## config.mk

```make
export PLATFORM = sky130hd
export DESIGN_NAME = soc_gpio
export DESIGN_NICKNAME = d
export VERILOG_FILES = /design/src/rtl/soc_map_pkg.sv /design/src/rtl/soc_bus_pkg.sv /design/src/rtl/soc_gpio.sv
export SDC_FILE = /design/constraint.sdc
export NUM_CORES = 1
export LEC_CHECK = 0
export ABC_AREA = 1
export BUFFER_PORTS_ARGS = -buffer_cell sky130_fd_sc_hd__buf_2
export CAP_MARGIN = 40
export CORE_MARGIN = 5
export CORE_UTILIZATION = 22
export DETAILED_ROUTE_END_ITERATION = 8
export HOLD_SLACK_MARGIN = 0.15
export PLACE_DENSITY = 0.75
export SLEW_MARGIN = 0
export SYNTH_ARGS = -nofsm -noshare
export SYNTH_HDL_FRONTEND = slang
export SYNTH_SLANG_ARGS = --single-unit
```

## constraint.sdc

```tcl
create_clock -name clk_i -period 1.1 [get_ports clk_i]
set_clock_uncertainty 0.2 [all_clocks]
set_input_delay 0.11 -clock clk_i [delete_from_list [all_inputs] [get_ports clk_i]]
set_output_delay 0.11 -clock clk_i [all_outputs]
set_load 0.01 [all_outputs]
```

## src/rtl/soc_map_pkg.sv

```systemverilog
//////////////////////////////////////////////////
// SoC memory map
// Region codes on address bits 31:24, GPIO
// register word indices, and the two views of
// a bus address word
//////////////////////////////////////////////////

package soc_map_pkg;

    //////////////////////////////////////////////////
    // Regions
    //////////////////////////////////////////////////

    // SRAM at 0x00xx_xxxx
    localparam logic [7:0] REGION_SRAM = 8'h00;
    // GPIO at 0x03xx_xxxx
    localparam logic [7:0] REGION_GPIO = 8'h03;

    //////////////////////////////////////////////////
    // GPIO registers
    //////////////////////////////////////////////////

    localparam logic [21:0] GPIO_LED_WORD = 22'd0;
    localparam logic [21:0] GPIO_BTN_WORD = 22'd1;

    //////////////////////////////////////////////////
    // Address views
    //////////////////////////////////////////////////

    // Region select plus byte offset inside the region
    typedef struct packed {
        logic [7:0]  region;
        logic [23:0] offset;
    } addr_map_t;

    // Region select plus word index and byte lane
    typedef struct packed {
        logic [7:0]  region;
        logic [21:0] word;
        logic [1:0]  byte_sel;
    } addr_word_t;

    typedef union packed {
        addr_map_t  map;
        addr_word_t word;
    } iomem_addr_u;

endpackage

```

## src/rtl/soc_bus_pkg.sv

```systemverilog
//////////////////////////////////////////////////
// Peripheral bus transaction types
// Request and response words shared by masters,
// arbiter, decoder and peripherals
//////////////////////////////////////////////////

package soc_bus_pkg;

    //////////////////////////////////////////////////
    // Request
    //////////////////////////////////////////////////

    // Held stable from valid until ready
    // A nonzero wstrb marks a write
    typedef struct packed {
        logic                     valid;
        logic [3:0]               wstrb;
        soc_map_pkg::iomem_addr_u addr;
        logic [31:0]              wdata;
    } iomem_req_t;

    //////////////////////////////////////////////////
    // Response
    //////////////////////////////////////////////////

    // ready is a one-cycle pulse that ends the transfer
    typedef struct packed {
        logic        ready;
        logic [31:0] rdata;
    } iomem_rsp_t;

    //////////////////////////////////////////////////
    // Masters
    //////////////////////////////////////////////////

    // Processor side and host bridge side
    typedef enum logic {
        MASTER_CPU  = 1'b0,
        MASTER_HOST = 1'b1
    } master_sel_e;

endpackage

```

## src/rtl/soc_gpio.sv

```systemverilog
//////////////////////////////////////////////////
// GPIO peripheral
// One LED register and one synchronized button,
// both read back over the bus
//////////////////////////////////////////////////

module soc_gpio (
    input  logic                    clk_i,
    input  logic                    rst_i,
    input  soc_bus_pkg::iomem_req_t req_i,
    output soc_bus_pkg::iomem_rsp_t rsp_o,
    input  logic                    button_i,
    output logic                    led_o
);

    logic        access;
    logic [21:0] word;
    logic        btn_meta;
    logic        btn_sync;
    logic        led_q;
    logic        ready_q;
    logic [31:0] rdata_q;

    assign word   = req_i.addr.word.word;
    assign access = req_i.valid && !ready_q;

    //////////////////////////////////////////////////
    // Control and pins
    //////////////////////////////////////////////////

    always_ff @(posedge clk_i) begin
        if (rst_i) begin
            btn_meta <= 1'b0;
            btn_sync <= 1'b0;
            led_q    <= 1'b0;
            ready_q  <= 1'b0;
        end else begin
            // Two-flop synchronizer for the async button
            btn_meta <= button_i;
            btn_sync <= btn_meta;
            ready_q  <= access;
            if (access && word == soc_map_pkg::GPIO_LED_WORD && req_i.wstrb[0]) begin
                led_q <= req_i.wdata[0];
            end
        end
    end

    // Read mux, unknown words give zero
    always_ff @(posedge clk_i) begin
        if (access) begin
            case (word)
                soc_map_pkg::GPIO_LED_WORD: rdata_q <= {31'h0, led_q};
                soc_map_pkg::GPIO_BTN_WORD: rdata_q <= {31'h0, btn_sync};
                default:                    rdata_q <= 32'h0;
            endcase
        end
    end

    assign rsp_o.ready = ready_q;
    assign rsp_o.rdata = rdata_q;
    assign led_o       = led_q;

endmodule

```

## After elaboration in Yosys (flattened, before gate mapping)

Index checks and enable logic that the tools add are counted.

- Bits in registers: 36
- Input port bits: 72
- Output and inout bits: 34

- Equal/unequal tests: 1
- Muxes and demuxes: 1
- Reductions and logical operators: 5

Operators with widths:

| cell | count |
|---|---|
| $eq 22x1->1 const B | 1 |
| $logic_not 22->1 | 1 |
| $logic_and 1x1->1 | 3 |
| $pmux 1 s2 | 1 |
| $logic_not 1->1 | 1 |

## Logic depth before layout (Yosys ltp)

- Depth in word-level cells: 4
- Depth in mapped cells: 8
- Gate-level depth less buffers: 8

## Least setup slack after synthesis

Ideal clock, no wire load.

- Kind: reg-to-reg
- Start: reg ready_q
- End: reg led_q, in the netlist led_o
- Setup time: 0.115 ns
- Arrival time: 0.771 ns
- Data required time: 0.785 ns
- Path slack: 0.014 ns
- Stages on the path, launching flop included: 7
- Path buffers: 0
- Period minus slack after synthesis: 1.086 ns
- Cell sequence: dfxtp_1 -> inv_1 -> nand3_1 -> nor3_2 -> nand3_1 -> nand2_1 -> nor2_1

- Word-level cells in the longest chain between the ends: 4

Ends and longest elaborated chain:

| item | line | RTL |
|---|---|---|
| start, declared | soc_gpio.sv:21 | `logic ready_q;` |
| start signal, assigned | soc_gpio.sv:41 | `ready_q <= access;` |
| $logic_not 1->1 | soc_gpio.sv:25 | `assign access = req_i.valid && !ready_q;` |
| $logic_and 1x1->1 | soc_gpio.sv:25 |  |
| $logic_and 1x1->1 (2 in series) | soc_gpio.sv:42 | `if (access && word == soc_map_pkg::GPIO_LED_WORD && req_i.wstrb[0]) begin` |
| end signal, assigned | soc_gpio.sv:43 | `led_q <= req_i.wdata[0];` |
| end, declared | soc_gpio.sv:20 | `logic led_q;` |

Every way passes these cells.
A chain may end at the register's enable or synchronous reset.

## Worst setup path after layout

Ends and elaborated chain as after synthesis.

==> flow_metrics.tcl <==
set metrics [dict create \
    rsz0062_at_grt "true" \
    cts_tree "done" \
    io_pins 106 \
    vias_per_cell 3.27 \
    clk_pin_slew_ps 40 \
    antenna_left 0 \
    cts_root_buffer "clkbuf_4" \
    hpwlAfterDp_um 991 \
    clock.fmax_mhz 947 \
    slowest_stage "dfxtp_2" \
    synthesis.area_um2 543 \
    path_depth 6 \
    synth_cells 82 \
    cts_setup_buffers 0 \
    clock_latency_ps 240 \
    startpoint_type "flop" \
    portBuffers 30 \
    finalCritPeriodShare_pct 96.0 \
    antenna_cells 0 \
    grt_start_max_net_pins 5 \
    fp.dieW_um 59.7 \
    place_ws_ps -65.9 \
    yosysSeqAreaShare_pct 20.3 \
    end_kind "flop" \
    crit_arrival_ps 980 \
    holdBufCountCts 3 \
    rows 18 \
    fin_hold_ws_ps -61.4 \
    drv_cap 0 \
    initialDrtViolationCount 17 \
    cts_max_level 1 \
    antenna_found_initial 0 \
    layout_common_cells "31 x conb_1, 30 x buf_2, 15 x nor2_1" \
    cp_slowest_stage_delay_ps 310 \
    cts.sinks 5 \
    ys_types 15 \
    holdCritPathClass "input port to flop" \
    worst-path-max-fanout 2 \
    setup_slack_ps 43.8 \
    cts_buffer_depth 2 \
    post-route-min-period_ps 1060 \
    crit_buf_inv 1 \
    cts_buffers 3 \
    p_leak_nw 0.399 \
    start_util_pct 22.5 \
    path_class "flop to flop" \
    vias 481 \
    dr.pass1.iters 4 \
    core_um2 2410 \
    dieArea_um2 3560 \
    slew_violations 0 \
    wl_um 1080 \
    drive_gt1_share_pct 32.5 \
    final-hold-violation-count 1 \
    areaGrowthSynthToFinish_pct 22.6 \
    die_y_um 59.7 \
    yosys_warnings 0 \
    crit_family "simple AND/OR/NAND/NOR gates" \
    path_cells "inv_2, nand3_2, nor3_2, nand3_1, nand2_1, nor2_1" \
    dp_cells 140 \
    grt_pass1_vias 388 \
    layout_commonest_cell "conb_1" \
    grt_pass1_wl_um 1420 \
    setup_viol_count_final 0 \
    status "complete, but fails checks" \
    avgRoutedWirePerCell_um 7.33 \
    avgSynthCellArea_um2 6.62 \
    overflow 0 \
    violations "negative hold slack" \
    ir_worst_vdd_v 0.000276 \
    routabilityCongestion 0.662 \
    ff2ff_path_depth 6 \
    hold_depth 3 \
    critPathRequiredTime_ps 1030 \
    final_nets 190 \
    p_per_area_nw_per_um2 820 \
    grt_usage_pct 5.53 \
    ys_seq_elements 5 \
    fin_cells 147 \
    drc 0 \
]
cells in the mapped netlist:
cell type | count | area share [%]
nand3_1 | 3 | 2.8
inv_1 | 11 | 7.6
nor2_1 | 15 | 10
nor3_1 | 1 | 0.92
nor2_2 | 1 | 1.2
a21oi_1 | 1 | 0.92
nand2_1 | 8 | 5.5
nand4_1 | 1 | 1.2
conb_1 | 1 | 0.69
a21boi_1 | 1 | 1.4
nor3_2 | 1 | 1.8
buf_4 | 32 | 44
dfxtp_1 | 4 | 15
and2_1 | 1 | 1.2
edfxtp_1 | 1 | 5.5
layout make-up:
type | instances | area, um2
Fill cell | 282 | 1740
Multi-Input combinational cell | 64 | 269
Timing Repair Buffer | 33 | 180
Sequential cell | 5 | 111
Inverter | 11 | 41.3
Tap cell | 30 | 37.5
Clock buffer | 4 | 26.3
power by group:
group / internal [W] / switching [W] / leakage (nW)
sequential: 0.000196 / 0.00000220 / 0.0428
clock: 0.000137 / 0.0000690 / 0.0150
combinational: 0.0000555 / 0.0000869 / 0.341
total: 0.000388 / 0.000158 / 0.399
metrics by stage:
step	area, um2	util (%)	setup TNS, ps	power (W)
after detailed placement	603	25.0	-78.2	0.000330
final	666	27.6	0	0.000546
after global routing	666	27.6	-24.0	0.000597
after global placement	603	25.0	-77.0	0.000329
after floorplan	656	-	0	0.000359
after CTS	664	27.6	0	0.000558
cells by family (layout without fill, tap and decap cells):
logic type / count (synthesis) / in the layout / synth area share, %
flops: 5 / 5 / 20.3
other cells: 1 / 31 / 0.691
compound gates: 2 / 2 / 2.30
simple gates: 31 / 31 / 24.9
buf+inv: 43 / 48 / 51.8
routing by layer:
| layer | track usage (%) | vias up | routed length, um |
|---|---|---|---|
| met1 | 6.37 | 188 | 371 |
| li1 | - | 252 | - |
| met5 | 0 | - | 0 |
| met2 | 7.87 | 41 | 469 |
| met3 | 3.46 | 0 | 237 |
| met4 | 2.85 | 0 | 0 |
worst reg2reg max path: stages, from the launching register on:
cell	delay [ps]
dfxtp_2	310
inv_2	50
nand3_2	60
nor3_2	140
nand3_1	90
nand2_1	60
nor2_1	30
worst paths after layout:
check	end	slack, ps	from
max	led_o	40	ready_q
min	ready_q	-60	req_i[68]
min reg2reg	btn_sync	210	btn_meta
max reg2reg	led_o	40	ready_q
registers in the layout, summed over array words and instances (netlist names):
| register | flops |
|---|---|
| btn_meta | 1 |
| ready_q | 1 |
| btn_sync | 1 |
| led_o | 1 |
| rdata_q | 1 |
what timing repair did:
| item | 4_1_cts | 5_1_grt |
|---|---|---|
| setup endpoints to repair | 1 | 1 |
| pin swaps | 1 | 0 |
| hold endpoints to repair | 6 | 4 |
| resized for setup | 1 | 2 |
No activity file was read; power rests on OpenSTA's default activity.
