[src/rtl/soc_map_pkg.sv]
//////////////////////////////////////////////////
// SoC memory map
// Region codes on address bits 31:24, GPIO
// register word indices, and the two views of
// a bus address word
//////////////////////////////////////////////////

package soc_map_pkg;

    //////////////////////////////////////////////////
    // Regions
    //////////////////////////////////////////////////

    // SRAM at 0x00xx_xxxx
    localparam logic [7:0] REGION_SRAM = 8'h00;
    // GPIO at 0x03xx_xxxx
    localparam logic [7:0] REGION_GPIO = 8'h03;

    //////////////////////////////////////////////////
    // GPIO registers
    //////////////////////////////////////////////////

    localparam logic [21:0] GPIO_LED_WORD = 22'd0;
    localparam logic [21:0] GPIO_BTN_WORD = 22'd1;

    //////////////////////////////////////////////////
    // Address views
    //////////////////////////////////////////////////

    // Region select plus byte offset inside the region
    typedef struct packed {
        logic [7:0]  region;
        logic [23:0] offset;
    } addr_map_t;

    // Region select plus word index and byte lane
    typedef struct packed {
        logic [7:0]  region;
        logic [21:0] word;
        logic [1:0]  byte_sel;
    } addr_word_t;

    typedef union packed {
        addr_map_t  map;
        addr_word_t word;
    } iomem_addr_u;

endpackage

[src/rtl/soc_bus_pkg.sv]
//////////////////////////////////////////////////
// Peripheral bus transaction types
// Request and response words shared by masters,
// arbiter, decoder and peripherals
//////////////////////////////////////////////////

package soc_bus_pkg;

    //////////////////////////////////////////////////
    // Request
    //////////////////////////////////////////////////

    // Held stable from valid until ready
    // A nonzero wstrb marks a write
    typedef struct packed {
        logic                     valid;
        logic [3:0]               wstrb;
        soc_map_pkg::iomem_addr_u addr;
        logic [31:0]              wdata;
    } iomem_req_t;

    //////////////////////////////////////////////////
    // Response
    //////////////////////////////////////////////////

    // ready is a one-cycle pulse that ends the transfer
    typedef struct packed {
        logic        ready;
        logic [31:0] rdata;
    } iomem_rsp_t;

    //////////////////////////////////////////////////
    // Masters
    //////////////////////////////////////////////////

    // Processor side and host bridge side
    typedef enum logic {
        MASTER_CPU  = 1'b0,
        MASTER_HOST = 1'b1
    } master_sel_e;

endpackage

[src/rtl/iomem_arbiter.sv]
//////////////////////////////////////////////////
// Peripheral bus arbiter
// Round-robin grant between the cpu and host
// masters, one transfer per grant
//////////////////////////////////////////////////

module iomem_arbiter (
    input  logic                    clk_i,
    input  logic                    rst_i,
    input  soc_bus_pkg::iomem_req_t cpu_req_i,
    output soc_bus_pkg::iomem_rsp_t cpu_rsp_o,
    input  soc_bus_pkg::iomem_req_t host_req_i,
    output soc_bus_pkg::iomem_rsp_t host_rsp_o,
    output soc_bus_pkg::iomem_req_t bus_req_o,
    input  soc_bus_pkg::iomem_rsp_t bus_rsp_i
);

    logic                     grant_q;
    soc_bus_pkg::master_sel_e owner_q;
    soc_bus_pkg::master_sel_e last_q;
    soc_bus_pkg::master_sel_e next_owner;

    // On a tie the master not served last wins
    always_comb begin
        if (cpu_req_i.valid && host_req_i.valid) begin
            next_owner = (last_q == soc_bus_pkg::MASTER_CPU) ? soc_bus_pkg::MASTER_HOST
                                                             : soc_bus_pkg::MASTER_CPU;
        end else if (cpu_req_i.valid) begin
            next_owner = soc_bus_pkg::MASTER_CPU;
        end else begin
            next_owner = soc_bus_pkg::MASTER_HOST;
        end
    end

    always_ff @(posedge clk_i) begin
        if (rst_i) begin
            grant_q <= 1'b0;
            owner_q <= soc_bus_pkg::MASTER_CPU;
            last_q  <= soc_bus_pkg::MASTER_HOST;
        end else if (!grant_q) begin
            if (cpu_req_i.valid || host_req_i.valid) begin
                grant_q <= 1'b1;
                owner_q <= next_owner;
            end
        end else if (bus_rsp_i.ready) begin
            // Release here so the bus sees one idle cycle
            grant_q <= 1'b0;
            last_q  <= owner_q;
        end
    end

    always_comb begin
        bus_req_o = (owner_q == soc_bus_pkg::MASTER_CPU) ? cpu_req_i : host_req_i;
        bus_req_o.valid = grant_q && bus_req_o.valid;
    end

    // Response only reaches the owner
    always_comb begin
        cpu_rsp_o.rdata  = bus_rsp_i.rdata;
        cpu_rsp_o.ready  = bus_rsp_i.ready && grant_q
                           && (owner_q == soc_bus_pkg::MASTER_CPU);
        host_rsp_o.rdata = bus_rsp_i.rdata;
        host_rsp_o.ready = bus_rsp_i.ready && grant_q
                           && (owner_q == soc_bus_pkg::MASTER_HOST);
    end

    cpu_ready_not_while_host_owns: assert property (
        @(posedge clk_i) disable iff (rst_i)
        $rose(cpu_rsp_o.ready) |-> !(grant_q && owner_q == soc_bus_pkg::MASTER_HOST)
    ) else $error("cpu ready raised while host holds the grant");

    host_ready_not_while_cpu_owns: assert property (
        @(posedge clk_i) disable iff (rst_i)
        $rose(host_rsp_o.ready) |-> !(grant_q && owner_q == soc_bus_pkg::MASTER_CPU)
    ) else $error("host ready raised while cpu holds the grant");

endmodule

[config.mk]
export PLATFORM = sky130hd
export DESIGN_NAME = iomem_arbiter
export DESIGN_NICKNAME = d
export VERILOG_FILES = /design/src/rtl/soc_map_pkg.sv /design/src/rtl/soc_bus_pkg.sv /design/src/rtl/iomem_arbiter.sv
export SDC_FILE = /design/constraint.sdc
export NUM_CORES = 1
export LEC_CHECK = 0
export BUFFER_PORTS_ARGS = -buffer_cell sky130_fd_sc_hd__buf_2
export CELL_PAD_IN_SITES_DETAIL_PLACEMENT = 1
export CELL_PAD_IN_SITES_GLOBAL_PLACEMENT = 1
export CORE_AREA = 3 3 117 119
export DETAILED_ROUTE_END_ITERATION = 10
export DIE_AREA = 0 0 120 122
export PLACE_DENSITY_LB_ADDON = 0.1
export SLEW_MARGIN = 40
export SYNTH_ARGS = -nofsm -noshare
export SYNTH_HDL_FRONTEND = slang
export SYNTH_SLANG_ARGS = --single-unit
[constraint.sdc]
create_clock -name clk_i -period 1.2 [get_ports clk_i]
set_input_delay 0.06 -clock clk_i [delete_from_list [all_inputs] [get_ports clk_i]]
set_output_delay 0.06 -clock clk_i [all_outputs]
set_load 0.02 [all_outputs]
# Word level (Yosys, flattened, before mapping)
# Cells that the tools add are included.
[classes]
n_reduce_logical = 8
n_mux = 7
bitwise_logic = 2
[op_table]
columns = ["operator", "n"]
rows = [
  ["2-to-1 mux 69 bit", 1],
  ["2-to-1 mux 1 bit", 6],
  ["logical AND 1 bit", 5],
  ["AND reduction 2 bit", 2],
  ["inverter 1 bit", 2],
  ["logical OR 1 bit", 1],
]
[totals]
in_bits = 173
reg_bits = 3

# Logic depth before layout (Yosys ltp)
# Gate-level depths: netlist of run 1.
[logic_depth]
ltp_word = 3
ltp_mapped = 4
depth_no_buf = 3

# Worst setup path after synthesis of run 1
# No wires, ideal clock.
[synth_timing]
path_kind = "reg2out"
start = "register owner_q"
end = "output bus_req_o[0] (netlist bit)"
required_time_ns = 1.140
stages_incl_launch_ff = 4
path_slack_ns = 0.162
n_path_buf = 2
arrival_ns = 0.978
path_cell_list = "dfxtp_1 buf_6 buf_12 mux2_4"
[synth_rtl]
columns = ["element", "line", "source"]
rows = [
  ["start: declaration", "iomem_arbiter.sv:19", "soc_bus_pkg::master_sel_e owner_q;"],
  ["start signal: assignment", "iomem_arbiter.sv:38", "owner_q <= soc_bus_pkg::MASTER_CPU;"],
  ["start signal: assignment", "iomem_arbiter.sv:43", "owner_q <= next_owner;"],
  ["end: declaration", "iomem_arbiter.sv:14", "output soc_bus_pkg::iomem_req_t bus_req_o,"],
]

==> results.txt, run 1 <==
Share of layout cells above drive strength 1: 95.8%
RR Startpoint: owner_q
First-pass GRT wire length: 12.2 mm
Switch share: 33.9%
Setup violators final: 71
Final Critical Period: 1.42 ns
Commonest register cell after synthesis: dfxtp_1
Clock power frac: 23.2%
Distinct cells, synth: 17
Ant diodes: 0
Count leader, synth: mux2_4
IO Port Bufs: 211
Yosys top cell area share: 56.8%
Crit-path leading delay family: buffers and inverters
CTS HTree Levels: 1
CP max stage delay: 0.37 ns
Sequential area share after synthesis: 3.34%
Die X: 120 um
Synth top cells by count: mux2_4, buf_4, buf_12
Overflow after GRT: 0
Core area: 0.0127 mm2
Synthesized net count: 329
Wirelength per Cell: 20.7 um
Final clock skew: 0.000571 ns
EDFF count, synth: 0
Worst Setup Start Kind: flip-flop
Fmax: 705 MHz
I/O pin cnt: 308
Power Density: 704 mW/mm2
Syn-to-layout area delta: 79.0%
DR pass1 iterations: 4
Final worst slack: -0.218 ns
Max Fanout on Critical Path: 8
Hold Crit Class: primary input to flip-flop
Crit Path Category: flip-flop to output port
Antenna violation net count after detailed routing: 0
Cell Rows: 41
Synth area leaders: mux2_4, buf_4, buf_12
CTS clk-pin slew, worst paths: 0.03 ns
Layout Utilization: 25.4%
Initial Util: 14.2%
Dpl hpwl: 8.36 mm
TritonCTS clock tree: done
Async SR Flop Fraction: 0%
Worst path cell trace: buf_12 -> clkbuf_16 -> mux2_4 -> buf_6
Chip height: 122 um
Reg2reg path depth: 4
Routed vias/inst: 3.62
Largest net degree at the start of global routing: 31
Flops & latches, synth: 3
Final count of pins violating max slew: 0
Final Hold Fails: 0
Switching pwr: 0.769 mW
Status: finished, violations left
Slew HR: 85.3%
1st-iter DRT viols: 48
Worst flop-to-flop path endpoint: last_q
Inserted Clock Buffers: 3
Routed WL: 10.0 mm
CP Buf/Inv Count: 3
Setup slack, reg-to-reg: 0.04 ns
Tightest Pin Transition: 0.220 ns
CP Data Arrival Time: 1.36 ns
Required @ worst endpoint: 1.14 ns
DRC Markers: 0
Min-delay src: rst_i
Hold_ws: 0.0503 ns
Worst VDD drop: 297 uV
Gpl congestion: 0.691
Clk buf depth: 2
Crit-path slowest cell: dfxtp_4
Final period util: 118%
LEAKAGE: 1.68 nW
MaxCap Viol Count: 0
Die ar.: 0.0146 mm2
Nets: 486
Crit end category: output port
Sink Count: 3
Gr usage total: 11.3%
Via count: 1,754
RSZ-0062 raised after global routing: yes
Violated checks: setup timing
Post-Synthesis Cells: 156
Post-synthesis cell area: 0.00180 mm2
Worst-Skew Late Latency: 0.22 ns
Vias in the first global route: 1,888
Warning count from the yosys run: 0
WHS Path Cells: 2
Initial antenna violation count: 0
Seq pwr share: 5.3%
Int Pwr: 1.50 mW
Mean area per synthesized cell: 11.5 um2
Post-synthesis cell type with the largest combined area: mux2_4
CTS root buf: clkbuf_16
Comb pwr share: 71.6%
WHS Endpoint: owner_q
## logic make-up after synthesis
kind of cell | Yosys count | share of synthesized area [%]
buffers and inverters | 73 | 35.4
muxes | 69 | 57.3
and+or+nand+nor | 7 | 2.30
AOI/OAI and AO/OA | 4 | 1.67
DFF | 3 | 3.34
## worst register-to-register path, stage by stage (launching register included)
cell	delay, ns
dfxtp_4	0.36
buf_12	0.15
clkbuf_16	0.17
and3_4	0.16
a211o_1	0.22
## how the worst max path moves through the flow
stage | from | endpoint | slack (ns) | cells past startpoint
2_1_floorplan | owner_q | bus_req_o[0] | 0.16 | 3
3_3_place_gp | owner_q | bus_req_o[37] | 0.005 | 3
3_5_place_dp | owner_q | bus_req_o[37] | 0.002 | 3
4_1_cts | owner_q | bus_req_o[8] | -0.22 | 3
5_1_grt | owner_q | bus_req_o[32] | -0.26 | 4
6_report | owner_q | bus_req_o[46] | -0.22 | 4
## layer usage
| layer | track usage, % | vias up | wire length (um) |
|---|---|---|---|
| met5 | 0 | - | 0 |
| met4 | 4.51 | 0 | 318 |
| met3 | 3.99 | 44 | 1080 |
| met2 | 23.7 | 147 | 5750 |
| met1 | 9.38 | 773 | 2860 |
| li1 | - | 790 | - |
## stage by stage
stage | setup TNS [ns] | worst slack [ns] | power [mW] | instances | area (um2)
2_1_floorplan | 0 | 0.162 | 1.22 | 156 | 1800
3_3_place_gp | 0 | 0.00511 | 1.37 | 470 | 2500
3_5_place_dp | 0 | 0.00224 | 1.37 | 470 | 2500
4_1_cts | -12.27 | -0.216 | 2.11 | 475 | 2910
5_1_grt | -15.36 | -0.257 | 2.38 | 484 | 3220
6_report | -12.51 | -0.218 | 2.27 | 484 | 3220
## final cells by class
type / count / area [um2]
fill: 1487 / 9450
timing repair buffer: 224 / 1750
multi-input combinational: 80 / 1110
tap: 172 / 215
clock buffer: 4 / 78.8
sequential: 3 / 63.8
inverter: 1 / 3.75
## power groups by stage
stage	sequential, mW	combinational, mW	clock (mW)
2_1_floorplan	0.115	1.11	0
3_3_place_gp	0.121	1.25	0
3_5_place_dp	0.121	1.25	0
4_1_cts	0.121	1.46	0.531
5_1_grt	0.121	1.71	0.550
6_report	0.119	1.62	0.525
## cells in the final DEF, fill, tap and decap left out, drive strengths merged
cell	n
nand3b	1
mux2	68
clkbuf	9
a21oi	1
nor2	1
and3	1
dfxtp	3
o21ai	1
mux2i	1
nor3	1
a211o	1
nor2b	1
buf	219
a211oi	1
nand2	2
inv	1
## what timing repair did
| item | in CTS | in global routing |
|---|---|---|
| hold buffers | 0 | 0 |
| gates cloned | 0 | 7 |
| resized for setup | 102 | 41 |
| setup buffers | 1 | 2 |
| endpoints found under the setup margin | 70 | 70 |
| pin swaps | 0 | 1 |
## registers in the layout, indices dropped and copies added (netlist names)
register / flops
grant_q: 1
owner_q: 1
last_q: 1
Note: power is estimated with default switching activity, not from simulation.
==> inputs of run 2 (changes only) <==
--- a/config.mk
+++ b/config.mk
@@ -14,2 +14,3 @@
 export PLACE_DENSITY_LB_ADDON = 0.1
+export RECOVER_POWER = 25
 export SLEW_MARGIN = 40
==> constraint.sdc (replaced) <==
create_clock -name clk_i -period 1.2 [get_ports clk_i]
set_input_delay 0.18 -clock clk_i [delete_from_list [all_inputs] [get_ports clk_i]]
set_output_delay 0.18 -clock clk_i [all_outputs]
set_load 0.02 [all_outputs]
==> results.txt, run 2 (synthesis results as in run 1) <==
Status: finished, violations left (unchanged)
Violated checks: setup timing (unchanged)
MaxCap Viol Count: 0 (unchanged)
LEAKAGE: 1.69 nW (was 1.68 nW)
Max Fanout on Critical Path: 12 (was 8)
Final worst slack: -0.311 ns (was -0.218 ns)
Clk buf depth: 2 (unchanged)
GR Layer Usage met2: 23.8% (was 23.7%)
Core area: 0.0127 mm2 (unchanged)
Routed WL: 9.90 mm (was 10.0 mm)
I/O pin cnt: 308 (unchanged)
Tightest Pin Transition: 0.240 ns (was 0.220 ns)
Final count of pins violating max slew: 0 (unchanged)
Overflow after GRT: 0 (unchanged)
CTS root buf: clkbuf_16 (unchanged)
Commonest non-fill, non-tap cell in the layout: buf_2 (unchanged)
Initial Util: 14.2% (unchanged)
Die ar.: 0.0146 mm2 (unchanged)
Met3 Resource Use GR: 3.62% (was 3.99%)
Dpl hpwl: 8.28 mm (was 8.36 mm)
FILL cells: 1,495 (was 1,487)
Placed Instances: 470 (unchanged)
Routed vias/inst: 3.63 (was 3.62)
Worst VDD drop: 438 uV (was 297 uV)
Final period util: 126% (was 118%)
Chip height: 122 um (unchanged)
Final Hold Fails: 0 (unchanged)
Nets: 489 (was 486)
Required @ worst endpoint: 1.02 ns (was 1.14 ns)
Post-Layout Inst Area: 0.00323 mm2 (was 0.00322 mm2)
Place WS: -0.108 ns (was 0.00224 ns)
Fmax: 662 MHz (was 705 MHz)
Largest net degree at the start of global routing: 31 (unchanged)
DR pass1 iterations: 4 (unchanged)
Seq. cell area: 63.8 um2 (unchanged)
Hold Crit Class: primary input to flip-flop (unchanged)
CP Data Arrival Time: 1.33 ns (was 1.36 ns)
Hold_ws: 0.168 ns (was 0.0503 ns)
Syn-to-layout area delta: 79.8% (was 79.0%)
First-pass GRT wire length: 12.0 mm (was 12.2 mm)
Setup TNS: -20.16 ns (was -12.51 ns)
CTS clk-pin slew, worst paths: 0.03 ns (about the same)
1st-iter DRT viols: 45 (was 48)
TritonCTS clock tree: done (unchanged)
Vias in the first global route: 1,884 (was 1,888)
Regs by FF count: grant_q x1, last_q x1, owner_q x1 (unchanged)
Antenna violation net count after detailed routing: 0 (unchanged)
Worst-Skew Late Latency: 0.22 ns (about the same)
Busiest metal layer after global routing: met2 (unchanged)
IO Port Bufs: 211 (unchanged)
DRC Markers: 0 (unchanged)
Footprint of the multi-input gates: 0.00111 mm2 (about the same)
Setup violators final: 71 (unchanged)
Fin cells: 487 (was 484)
Crit end category: output port (unchanged)
Share of layout cells above drive strength 1: 95.9% (was 95.8%)
Final Critical Period: 1.51 ns (was 1.42 ns)
Sink Count: 3 (unchanged)
M1 GR Usage: 9.16% (was 9.38%)
Initial antenna violation count: 0 (unchanged)
Cell Rows: 41 (unchanged)
Slew HR: 84.0% (was 85.3%)
Power Density: 701 mW/mm2 (was 704 mW/mm2)
Gpl congestion: 0.693 (was 0.691)
Ant diodes: 0 (unchanged)
Wirelength per Cell: 20.3 um (was 20.7 um)
RSZ-0062 raised after global routing: yes (unchanged)
Inserted Clock Buffers: 3 (unchanged)
Worst Setup Start Kind: flip-flop (unchanged)
Placed Area: 0.00250 mm2 (unchanged)
CTS HTree Levels: 1 (unchanged)
Crit Path Category: flip-flop to output port (unchanged)
Via count: 1,766 (was 1,754)
Die X: 120 um (unchanged)
Final clock skew: 0.000241 ns (was 0.000571 ns)
Most frequent cells in the layout: buf_2, buf_6, mux2_4 (was buf_2, mux2_4, buf_6)
Gr usage total: 11.1% (was 11.3%)
# hold bufs at CTS: 0 (unchanged)
-- run 2: final cells by class --
cell class / count / share of cell area [%]
flip-flops and latches: 3 / 1.97
well taps: 172 / 6.66
multi-input cells: 80 / 34.3
inverters: 1 / 0.116
repair buffers: 227 / 54.5
clock buffers: 4 / 2.44
-- run 2: final timing paths --
kind,from,endpoint,slack (ns),cells after the start
setup reg to reg,owner_q,last_q,0.06,4
hold / removal,rst_i,owner_q,0.17,2
setup / recovery,owner_q,bus_req_o[24],-0.31,4
hold reg to reg,last_q,last_q,0.49,1
-- run 2: worst max-delay path, cell delays in order, from the launching register on --
cell,delay (ns)
dfxtp_4,0.36
buf_4,0.12
buf_12,0.15
mux2_4,0.31
buf_2,0.16
-- run 2: per-layer routing --
layer / share of wire [%] / routed length [um]
met1: 29 / 2880
met4: 2.8 / 282
met5: 0 / 0
met2: 57 / 5690
met3: 11 / 1050
-- run 2: report_power, final --
part           leakage [nW]  total, mW  internal [mW]  switching, mW
registers            0.0256      0.119          0.108         0.0113
logic                  1.63       1.62          0.953          0.670
clock network        0.0382      0.524          0.438         0.0862
-- run 2: metrics by stage --
step / utilization (%) / total power [mW]
detailed placement: 19.7 / 1.37
global route: 25.5 / 2.38
finish: 25.5 / 2.27
global placement: 19.7 / 1.37
CTS: 22.9 / 2.10
floorplan: - / 1.22
-- run 2: what timing repair did --
item	in CTS	in global routing
pin swaps	0	1
setup endpoints to repair	71	71
setup buffers	1	5
resized for setup	100	44
gates cloned	0	7
