--- src/rtl/soc_map_pkg.sv ---
//////////////////////////////////////////////////
// SoC memory map
// Region codes on address bits 31:24, GPIO
// register word indices, and the two views of
// a bus address word
//////////////////////////////////////////////////

package soc_map_pkg;

    //////////////////////////////////////////////////
    // Regions
    //////////////////////////////////////////////////

    // SRAM at 0x00xx_xxxx
    localparam logic [7:0] REGION_SRAM = 8'h00;
    // GPIO at 0x03xx_xxxx
    localparam logic [7:0] REGION_GPIO = 8'h03;

    //////////////////////////////////////////////////
    // GPIO registers
    //////////////////////////////////////////////////

    localparam logic [21:0] GPIO_LED_WORD = 22'd0;
    localparam logic [21:0] GPIO_BTN_WORD = 22'd1;

    //////////////////////////////////////////////////
    // Address views
    //////////////////////////////////////////////////

    // Region select plus byte offset inside the region
    typedef struct packed {
        logic [7:0]  region;
        logic [23:0] offset;
    } addr_map_t;

    // Region select plus word index and byte lane
    typedef struct packed {
        logic [7:0]  region;
        logic [21:0] word;
        logic [1:0]  byte_sel;
    } addr_word_t;

    typedef union packed {
        addr_map_t  map;
        addr_word_t word;
    } iomem_addr_u;

endpackage

--- src/rtl/soc_bus_pkg.sv ---
//////////////////////////////////////////////////
// Peripheral bus transaction types
// Request and response words shared by masters,
// arbiter, decoder and peripherals
//////////////////////////////////////////////////

package soc_bus_pkg;

    //////////////////////////////////////////////////
    // Request
    //////////////////////////////////////////////////

    // Held stable from valid until ready
    // A nonzero wstrb marks a write
    typedef struct packed {
        logic                     valid;
        logic [3:0]               wstrb;
        soc_map_pkg::iomem_addr_u addr;
        logic [31:0]              wdata;
    } iomem_req_t;

    //////////////////////////////////////////////////
    // Response
    //////////////////////////////////////////////////

    // ready is a one-cycle pulse that ends the transfer
    typedef struct packed {
        logic        ready;
        logic [31:0] rdata;
    } iomem_rsp_t;

    //////////////////////////////////////////////////
    // Masters
    //////////////////////////////////////////////////

    // Processor side and host bridge side
    typedef enum logic {
        MASTER_CPU  = 1'b0,
        MASTER_HOST = 1'b1
    } master_sel_e;

endpackage

--- src/rtl/iomem_decoder.sv ---
//////////////////////////////////////////////////
// Peripheral bus decoder
// Routes the bus request by region and selects
// the matching response; unmapped regions answer
// at once with zero data
//////////////////////////////////////////////////

module iomem_decoder (
    input  logic                    clk_i,
    input  soc_bus_pkg::iomem_req_t bus_req_i,
    output soc_bus_pkg::iomem_rsp_t bus_rsp_o,
    output soc_bus_pkg::iomem_req_t sram_req_o,
    input  soc_bus_pkg::iomem_rsp_t sram_rsp_i,
    output soc_bus_pkg::iomem_req_t gpio_req_o,
    input  soc_bus_pkg::iomem_rsp_t gpio_rsp_i
);

    logic sram_hit;
    logic gpio_hit;

    assign sram_hit = (bus_req_i.addr.map.region == soc_map_pkg::REGION_SRAM);
    assign gpio_hit = (bus_req_i.addr.map.region == soc_map_pkg::REGION_GPIO);

    //////////////////////////////////////////////////
    // Request routing
    //////////////////////////////////////////////////

    // Payload goes to both, valid only to the hit
    always_comb begin
        sram_req_o       = bus_req_i;
        sram_req_o.valid = bus_req_i.valid && sram_hit;
        gpio_req_o       = bus_req_i;
        gpio_req_o.valid = bus_req_i.valid && gpio_hit;
    end

    //////////////////////////////////////////////////
    // Response select
    //////////////////////////////////////////////////

    always_comb begin
        if (sram_hit) begin
            bus_rsp_o = sram_rsp_i;
        end else if (gpio_hit) begin
            bus_rsp_o = gpio_rsp_i;
        end else begin
            // Nothing mapped here
            bus_rsp_o.ready = bus_req_i.valid;
            bus_rsp_o.rdata = 32'h0;
        end
    end

    one_peripheral_selected: assert property (
        @(posedge clk_i)
        sram_req_o.valid |-> !gpio_req_o.valid
    ) else $error("SRAM and GPIO selected in the same cycle");

endmodule

--- config.mk ---
export PLATFORM = sky130hd
export DESIGN_NAME = iomem_decoder
export DESIGN_NICKNAME = d
export VERILOG_FILES = /design/src/rtl/soc_map_pkg.sv /design/src/rtl/soc_bus_pkg.sv /design/src/rtl/iomem_decoder.sv
export SDC_FILE = /design/constraint.sdc
export NUM_CORES = 1
export LEC_CHECK = 0
export ABC_CLOCK_PERIOD_IN_PS = 1000
export BUFFER_PORTS_ARGS = -buffer_cell sky130_fd_sc_hd__buf_2
export CAP_MARGIN = 20
export CORE_AREA = 2 2 120 122
export DETAILED_ROUTE_END_ITERATION = 10
export DIE_AREA = 0 0 122 124
export GPL_ROUTABILITY_DRIVEN = 0
export PLACE_DENSITY_LB_ADDON = 0.08
export SYNTH_ARGS = -nofsm -noshare
export SYNTH_HDL_FRONTEND = slang
export SYNTH_SLANG_ARGS = --single-unit
--- constraint.sdc ---
create_clock -name vclk -period 1
set_input_delay 0.1 -clock vclk [all_inputs]
set_output_delay 0.1 -clock vclk [all_outputs]
set_load 0.01 [all_outputs]
# Word-level counts from Yosys, hierarchy flattened
# Cells that the tools add are included.
[classes] n_div=0 eq_ne=1 n_reduce_logical=3 add_sub_neg=0 mul=0 muxes=2 n_bitwise=0 n_shift=0 n_lt_le_gt_ge=0
[ops] operator="$mux W33" n=2
[ops] operator="$eq A8 B2 Y1 const B" n=1
[ops] operator="$logic_not A8 Y1" n=1
[ops] operator="$logic_and A1 B1 Y1" n=2
[totals] in_bits=136 elab_cells=6 latch_bits=0 rom_bits=0 ram_bits=0 memories=0 output_inout_bits=171 ff_bits=0

# Logic depth before layout (Yosys ltp)
# Gate-level depths: netlist of the first run.
[logic_depth] depth_word=3 ltp_mapped=5 mapped_depth_nobuf=4

# Worst setup path after synthesis of the first run
# OpenSTA, ideal clock, no wires.
[synth_path] kind="in2out" start="in bus_req_i[59] (netlist name)" end="out bus_rsp_o[10] (netlist name)" t_required_ns=0.900 setup_slack_ns=0.095 path_buffers=1 t_arrival_ns=0.805 stages=4 path_cell_list="nor2_1 nand3_1 clkbuf_1 nor2_1"
[synth_rtl] item="start: declaration" line="iomem_decoder.sv:10" rtl="input soc_bus_pkg::iomem_req_t bus_req_i,"
[synth_rtl] item="end: declaration" line="iomem_decoder.sv:11" rtl="output soc_bus_pkg::iomem_rsp_t bus_rsp_o,"

==> results of run 1 <==
==> metrics by stage <==
stage               utilization  hold slack, ns  setup TNS, ns  area [um^2]  std cells
floorplan                     -           0.292              0         1670        226
global placement          0.114           0.200          -3.05         1570        401
detailed placement        0.114           0.200          -2.89         1570        401
CTS                       0.131           0.200          -1.96         1800        405
global route              0.158           0.200          -4.09         2170        407
finish                    0.158           0.200          -2.42         2170        407
==> power by group through the flow <==
stage	sequential, mW	combinational (mW)	clock [mW]
6_report	0	0.609	0
5_1_grt	0	0.654	0
4_1_cts	0	0.561	0
3_5_place_dp	0	0.478	0
3_3_place_gp	0	0.479	0
2_1_floorplan	0	0.744	0
==> worst max-delay path: stages <==
cell and delay (ns):
buf_6 0.10, nor2_4 0.13, nand3_4 0.20, clkbuf_16 0.26
nor2_1 0.09, buf_2 0.14
==> cell usage after synthesis <==
library cell	count	area, um^2
buf_4	138	1040
nor2_1	33	124
a22oi_2	20	250
a22oi_1	12	90.1
and3_1	3	18.8
nand3_1	3	15.0
nor2_2	3	18.8
buf_12	2	40.0
buf_2	2	10.0
buf_6	2	22.5
clkbuf_1	2	7.51
nand2_1	2	7.51
nand3b_1	2	15.0
a31oi_1	1	6.26
and2_4	1	8.76
==> area by class of cell <==
type	count	area [um^2]	area share
repair buffers	147	1130	0.522
multi-input cells	80	815	0.375
well taps	180	225	0.104
==> cell families (layout without fill, tap and decap cells) <==
kind of cell           after synthesis  count (layout)  synth area share
buffers and inverters              146             147             0.668
and+or+nand+nor                     47              47             0.124
AOI/OAI and AO/OA                   33              33             0.207
==> what timing repair did <==
item,CTS,global route
endpoints found under the setup margin,34,34
gates resized for setup,39,72
setup buffers,1,0
pin swaps,19,26
hold buffers,0,0
gates cloned,3,2
==> worst min path at each step <==
| stage | from | to | slack (ns) | depth (start not counted) |
|---|---|---|---|---|
| after floorplan | bus_req_i[0] | gpio_req_o[0] | 0.29 | 1 |
| after global placement | bus_req_i[8] | gpio_req_o[8] | 0.20 | 0 |
| after detailed placement | bus_req_i[8] | gpio_req_o[8] | 0.20 | 0 |
| after CTS | bus_req_i[8] | gpio_req_o[8] | 0.20 | 0 |
| after global routing | bus_req_i[22] | sram_req_o[22] | 0.20 | 0 |
| final | bus_req_i[39] | gpio_req_o[39] | 0.20 | 0 |
==> per-layer routing <==
metal,routed length (um),part of all wire,vias up,global-route usage
met5,0,0,-,0
met4,184,0.031,0,0.0244
met3,585,0.099,29,0.0156
met2,3210,0.54,97,0.133
met1,1960,0.33,594,0.0620
li1,-,-,614,-
==> flow_summary.ini, run 1 <==
[status]
status = finished with violations
violations = negative setup slack

[global_routing]
grt.overflow.total = 0
grt_pass1_wl_mm = 7.50
track_usage = 0.0652
grt_pass1_vias = 1298
grt_antenna_before_repair = 0
grt_max_degree = 27

[power]
power_density_nw_per_um2 = 280
clkPwrFrac = 0
ir_drop_mv = 0.103
p_sw_frac = 0.472
p_int_uw = 322
finalPower_uw = 609
p_sw_uw = 287
pwr-share-comb = 1.000
seqPwrFrac = 0
leakagePower_nw = 0.900

[critical_path]
crit_start = bus_req_i[60]
end_kind = output pin
criticalPathCategory = input pin to output pin
crit_fanout = 8
worst_setup_path_start_kind = input pin
worstSetupEndpoint = bus_rsp_o[2]
cp_data_required_time_ns = 0.90
worst_ep_arrival_time_ns = 1.02

[die]
initial_core_util = 0.122
die-area_um2 = 15100
ioPinCount = 307
core_um2 = 13700
die_h_um = 124
fp.dieW_um = 122
num_rows = 43

[flow_run]
cap_violations = 0

[detailed_routing]
avgRoutedWirePerCell_um = 14.6
dr.pass1.iters = 4
routed_wl_mm = 5.94
via_per_inst = 3.28
antenna_left = 0
vias = 1334
drtIter0Drc = 19
drcViolationCount = 0

[yosys]
syn_area_um2 = 1670
ys_warn_count = 0
postSynthNetCount = 362
syn_inst = 226
ys_types = 15
avgSynthCellArea_um2 = 7.39
ys_seq_area_frac = 0

[worst_hold_path]
hold_class = input pin to output pin

[timing]
slew_viol_final = 0
final-setup-viol-count = 33
setup_ws_ns = -0.123
fmax_mhz = 891
rsz0062_at_grt = yes
period_needed_ns = 1.12
fin_crit_sh = 1.12
final_hold_viol_count = 0
slew_headroom = 0.849
tightest_slew_ns = 0.227

[final_layout]
fin_nets = 365
nClkBuffers = 0
layout_common_cells = buf_2, a22oi_2, buf_6
areaGrowthSynthToFinish_pct = 30.1
seq_cells = 0
fillers = 1596
drive_gt1_frac = 0.925
antenna_cells = 0
seq_area_um2 = 0
layout_commonest_cell = buf_2

[placed_design]
port_buffers = 126
dp_hpwl_mm = 4.21
dp_worst_setup_slack_ns = -0.122
Note: power is estimated with default switching activity, not from simulation.
==> run 2: changes to the inputs <==
--- a/config.mk
+++ b/config.mk
@@ -12,7 +12,8 @@
 export DETAILED_ROUTE_END_ITERATION = 10
 export DIE_AREA = 0 0 122 124
 export GPL_ROUTABILITY_DRIVEN = 0
-export PLACE_DENSITY_LB_ADDON = 0.08
+export PLACE_DENSITY = 0.51
+export REMOVE_ABC_BUFFERS = 1
 export SYNTH_ARGS = -nofsm -noshare
 export SYNTH_HDL_FRONTEND = slang
 export SYNTH_SLANG_ARGS = --single-unit
==> run 2 against run 1 <==
- the run still ends with negative setup slack left
- via count grew 23%
- cell count grew 1.5%
- sequential cell count is the same
- critical path depth grew 2
- die area is the same
- critical endpoint is now bus_rsp_o[3]
==> flow_summary.ini, run 2 (synthesis gave the netlist of run 1 again) <==
[status]
status = finished with violations
violations = negative setup slack

[global_routing]
grt_pass1_wl_mm = 19.0
grt_pass1_vias = 1418
grt_max_degree = 34
track_usage = 0.205
grt.overflow.total = 0
grt_antenna_before_repair = 8

[die]
die_h_um = 124
num_rows = 43
fp.dieW_um = 122
core_um2 = 13700
ioPinCount = 307
initial_core_util = 0.122
die-area_um2 = 15100

[final_layout]
post-route-util = 0.129
areaGrowthSynthToFinish_pct = 5.62
seq_cells = 0
seq_area_um2 = 0
drive_gt1_frac = 0.773
layout.cells.non_filler = 413
layout_common_cells = buf_2, nor2_1, a22oi_2
fin_area_um2 = 1760
fin_nets = 367
layout_commonest_cell = buf_2
nClkBuffers = 0

[critical_path]
worst_ep_arrival_time_ns = 1.10
crit_fanout = 6
worst_setup_path_start_kind = input pin
crit_start = bus_req_i[56]
criticalPathCategory = input pin to output pin
end_kind = output pin
cp_data_required_time_ns = 0.90

[power]
p_int_uw = 318
finalPower_uw = 593
p_sw_frac = 0.464
seqPwrFrac = 0
power_density_nw_per_um2 = 336
ir_drop_mv = 0.0602
p_sw_uw = 275
leakagePower_nw = 0.843
clkPwrFrac = 0
pwr-share-comb = 1.000

[timing]
tightest_slew_ns = 0.326
fin_crit_sh = 1.20
setup_ws_ns = -0.200
fmax_mhz = 833
slew_viol_final = 0
slew_headroom = 0.783
rsz0062_at_grt = yes
final-setup-viol-count = 34
final_hold_viol_count = 0
period_needed_ns = 1.20

[detailed_routing]
vias = 1645
drcViolationCount = 0
antenna_left = 0
routed_wl_mm = 16.6
drtIter0Drc = 74
avgRoutedWirePerCell_um = 40.3
dr.pass1.iters = 4
via_per_inst = 3.98

[placed_design]
dpl.cell_count = 398
dp_hpwl_mm = 14.1
place_area_um2 = 1530
port_buffers = 126

[flow_run]
cap_violations = 0

[worst_hold_path]
hold_class = input pin to output pin
hp-start = bus_req_i[0]
run 2: cell types whose count changed in the layout (fill, tap and decap cells not counted), moves of 7 or more:
cell,previous run,this run
a22oi_1,3,10
a22oi_2,29,22
buf_6,28,3
nor2_4,26,1
nor2_1,4,33
buf_2,97,123
run 2: power by group through the flow:
stage	clock network [mW]	registers, mW	logic, mW
after floorplan	0	0	0.148
after global placement	0	0	0.472
after detailed placement	0	0	0.473
after CTS	0	0	0.596
after global routing	0	0	0.641
final	0.000000538	0	0.593
run 2: worst paths after layout:
kind	slack [ns]	end	depth (start not counted)
setup / recovery	-0.20	bus_rsp_o[3]	8
hold / removal	0.20	gpio_req_o[0]	0
run 2: worst max-delay path, cell delays in order:
cell and delay (ns):
buf_8 0.10, buf_6 0.11, nor2_4 0.16, buf_12 0.14, buf_12 0.12, a22oi_2 0.07
nor2_1 0.13, buf_2 0.16
run 2: repair_timing:
item	in CTS	in global routing
cloned	4	1
setup buffers	6	1
resized for setup	17	5
setup endpoints to repair	35	35
hold buffers	0	0
pin swaps	16	17
run 2: layout make-up:
class                      count  area, um^2
tap                          180         225
antenna                        4        10.0
fill                        1615       12000
multi-input combinational     82         597
timing repair buffer         147         932
run 2: stage by stage:
step	worst slack, ns	hold slack [ns]	setup TNS (ns)
2_1_floorplan	-0.531	0.200	-16.33
3_3_place_gp	-0.304	0.200	-6.79
3_5_place_dp	-0.293	0.200	-6.56
4_1_cts	-0.206	0.200	-5.19
5_1_grt	-0.243	0.200	-6.56
6_report	-0.200	0.200	-4.42
run 2: per-layer routing:
layer / vias up / part of all wire / track usage
met2: 303 / 0.41 / 0.310
li1: 627 / - / -
met5: - / 0.0093 / 0.0868
met4: 12 / 0.017 / 0.0295
met1: 677 / 0.27 / 0.152
met3: 26 / 0.29 / 0.284
==> run 3: changes to the inputs <==
==> constraint.sdc (replaced) <==
create_clock -name vclk -period 1
set_input_delay 0.2 -clock vclk [all_inputs]
set_output_delay 0.2 -clock vclk [all_outputs]
set_load 0.01 [all_outputs]
==> run 3 against run 2 <==
- the flow still finishes with violations (negative setup slack)
- routed wire length is 5.4% higher
- worst hold slack better by 0.20 ns
- setup slack worse by 0.14 ns
- combinational power is 21% higher
- power is 21% higher
- count of clock-buffer cells in the layout stayed put
==> flow_summary.ini, run 3 (synthesis gave the netlist of run 1 again) <==
[power]
p_int_uw = 387
ir_drop_mv = 0.0936
leakagePower_nw = 0.973
power_density_nw_per_um2 = 315
p_sw_uw = 332
seqPwrFrac = 0
clkPwrFrac = 0
pwr-share-comb = 1.000
p_sw_frac = 0.462

[global_routing]
track_usage = 0.213
grt_pass1_wl_mm = 20.1
grt_antenna_before_repair = 7
grt_max_degree = 18
grt.overflow.total = 0
grt_pass1_vias = 1533

[detailed_routing]
antenna_left = 0
vias = 1733
dr.pass1.iters = 4
drtIter0Drc = 51
avgRoutedWirePerCell_um = 41.8
drcViolationCount = 0
via_per_inst = 4.13
routed_wl_mm = 17.5

[final_layout]
layout_commonest_cell = buf_2
post-route-util = 0.166
seq_cells = 0
areaGrowthSynthToFinish_pct = 36.5
fin_area_um2 = 2280
layout.cells.non_filler = 420
nClkBuffers = 0
seq_area_um2 = 0
fin_nets = 374
drive_gt1_frac = 0.928
layout_common_cells = buf_2, a22oi_2, buf_6
fillers = 1574

[timing]
slew_headroom = 0.851
final_hold_viol_count = 0
rsz0062_at_grt = yes
period_needed_ns = 1.34
timing.setup.tns_ns = -10.25
slew_viol_final = 0
final-setup-viol-count = 35
setup_ws_ns = -0.342
fmax_mhz = 745
holdWs_ns = 0.400
tightest_slew_ns = 0.223
fin_crit_sh = 1.34

[critical_path]
worst_ep_arrival_time_ns = 1.14
criticalPathCategory = input pin to output pin
cp_data_required_time_ns = 0.80
worst_setup_path_start_kind = input pin
crit_fanout = 8
end_kind = output pin

[placed_design]
port_buffers = 126
dpl.cell_count = 400
place_area_um2 = 1570
dp_hpwl_mm = 14.3

[worst_hold_path]
hold_class = input pin to output pin
min_delay_path_depth = 0
hold_path_end = gpio_req_o[0]
hp-start = bus_req_i[0]

[die]
fp.dieW_um = 122
core_um2 = 13700
initial_core_util = 0.122
ioPinCount = 307
die_h_um = 124
die-area_um2 = 15100
num_rows = 43

[clock_network]
ctsHoldBuffers = 0

[status]
status = finished with violations
violations = negative setup slack

[flow_run]
cap_violations = 0
run 3: metrics by stage:
stage / worst slack (ns) / total power [mW]
5_1_grt: -0.378 / 0.768
2_1_floorplan: -0.731 / 0.148
3_5_place_dp: -0.361 / 0.498
4_1_cts: -0.336 / 0.637
3_3_place_gp: -0.364 / 0.495
6_report: -0.342 / 0.719
run 3: worst max path at each step:
stage	slack [ns]	endpoint	from	cells after the start
after CTS	-0.34	bus_rsp_o[3]	bus_req_i[56]	6
after global routing	-0.38	bus_rsp_o[32]	bus_req_i[62]	8
after floorplan	-0.73	bus_rsp_o[13]	bus_req_i[56]	3
after detailed placement	-0.36	bus_rsp_o[3]	bus_req_i[57]	6
final	-0.34	bus_rsp_o[16]	bus_req_i[62]	7
after global placement	-0.36	bus_rsp_o[3]	bus_req_i[57]	6
run 3: metal layers:
layer,up-vias,part of all wire,global-route usage
met5,-,0.011,0.135
met1,740,0.25,0.155
met4,12,0.036,0.0438
li1,638,-,-
met2,315,0.42,0.323
met3,28,0.28,0.284
run 3: what timing repair did:
| item | CTS | global route |
|---|---|---|
| buffers inserted | 3 | 5 |
| gates resized for setup | 39 | 62 |
| cloned | 7 | 2 |
| pin swaps | 29 | 25 |
| endpoints found under the setup margin | 35 | 35 |
| hold endpoints to repair | 0 | 0 |
run 3: critical path, cell delays in order:
cell and delay (ns):
buf_8 0.10, nor2_4 0.14, nand3_4 0.14, buf_12 0.17, buf_16 0.15, nor2_1 0.09, buf_2 0.13
run 3: power groups by stage:
stage	combinational (mW)	clock [mW]	sequential, mW
floorplan	0.148	0	0
global placement	0.495	0	0
detailed placement	0.498	0	0
CTS	0.637	0	0
global route	0.768	0.000000134	0
finish	0.719	0.000000537	0
run 3: area by class of cell:
class                           instances  area (um^2)  area share
Antenna cell                            4         10.0     0.00439
Multi-Input combinational cell         80          782       0.343
Tap cell                              180          225      0.0988
Timing Repair Buffer                  156         1260       0.554
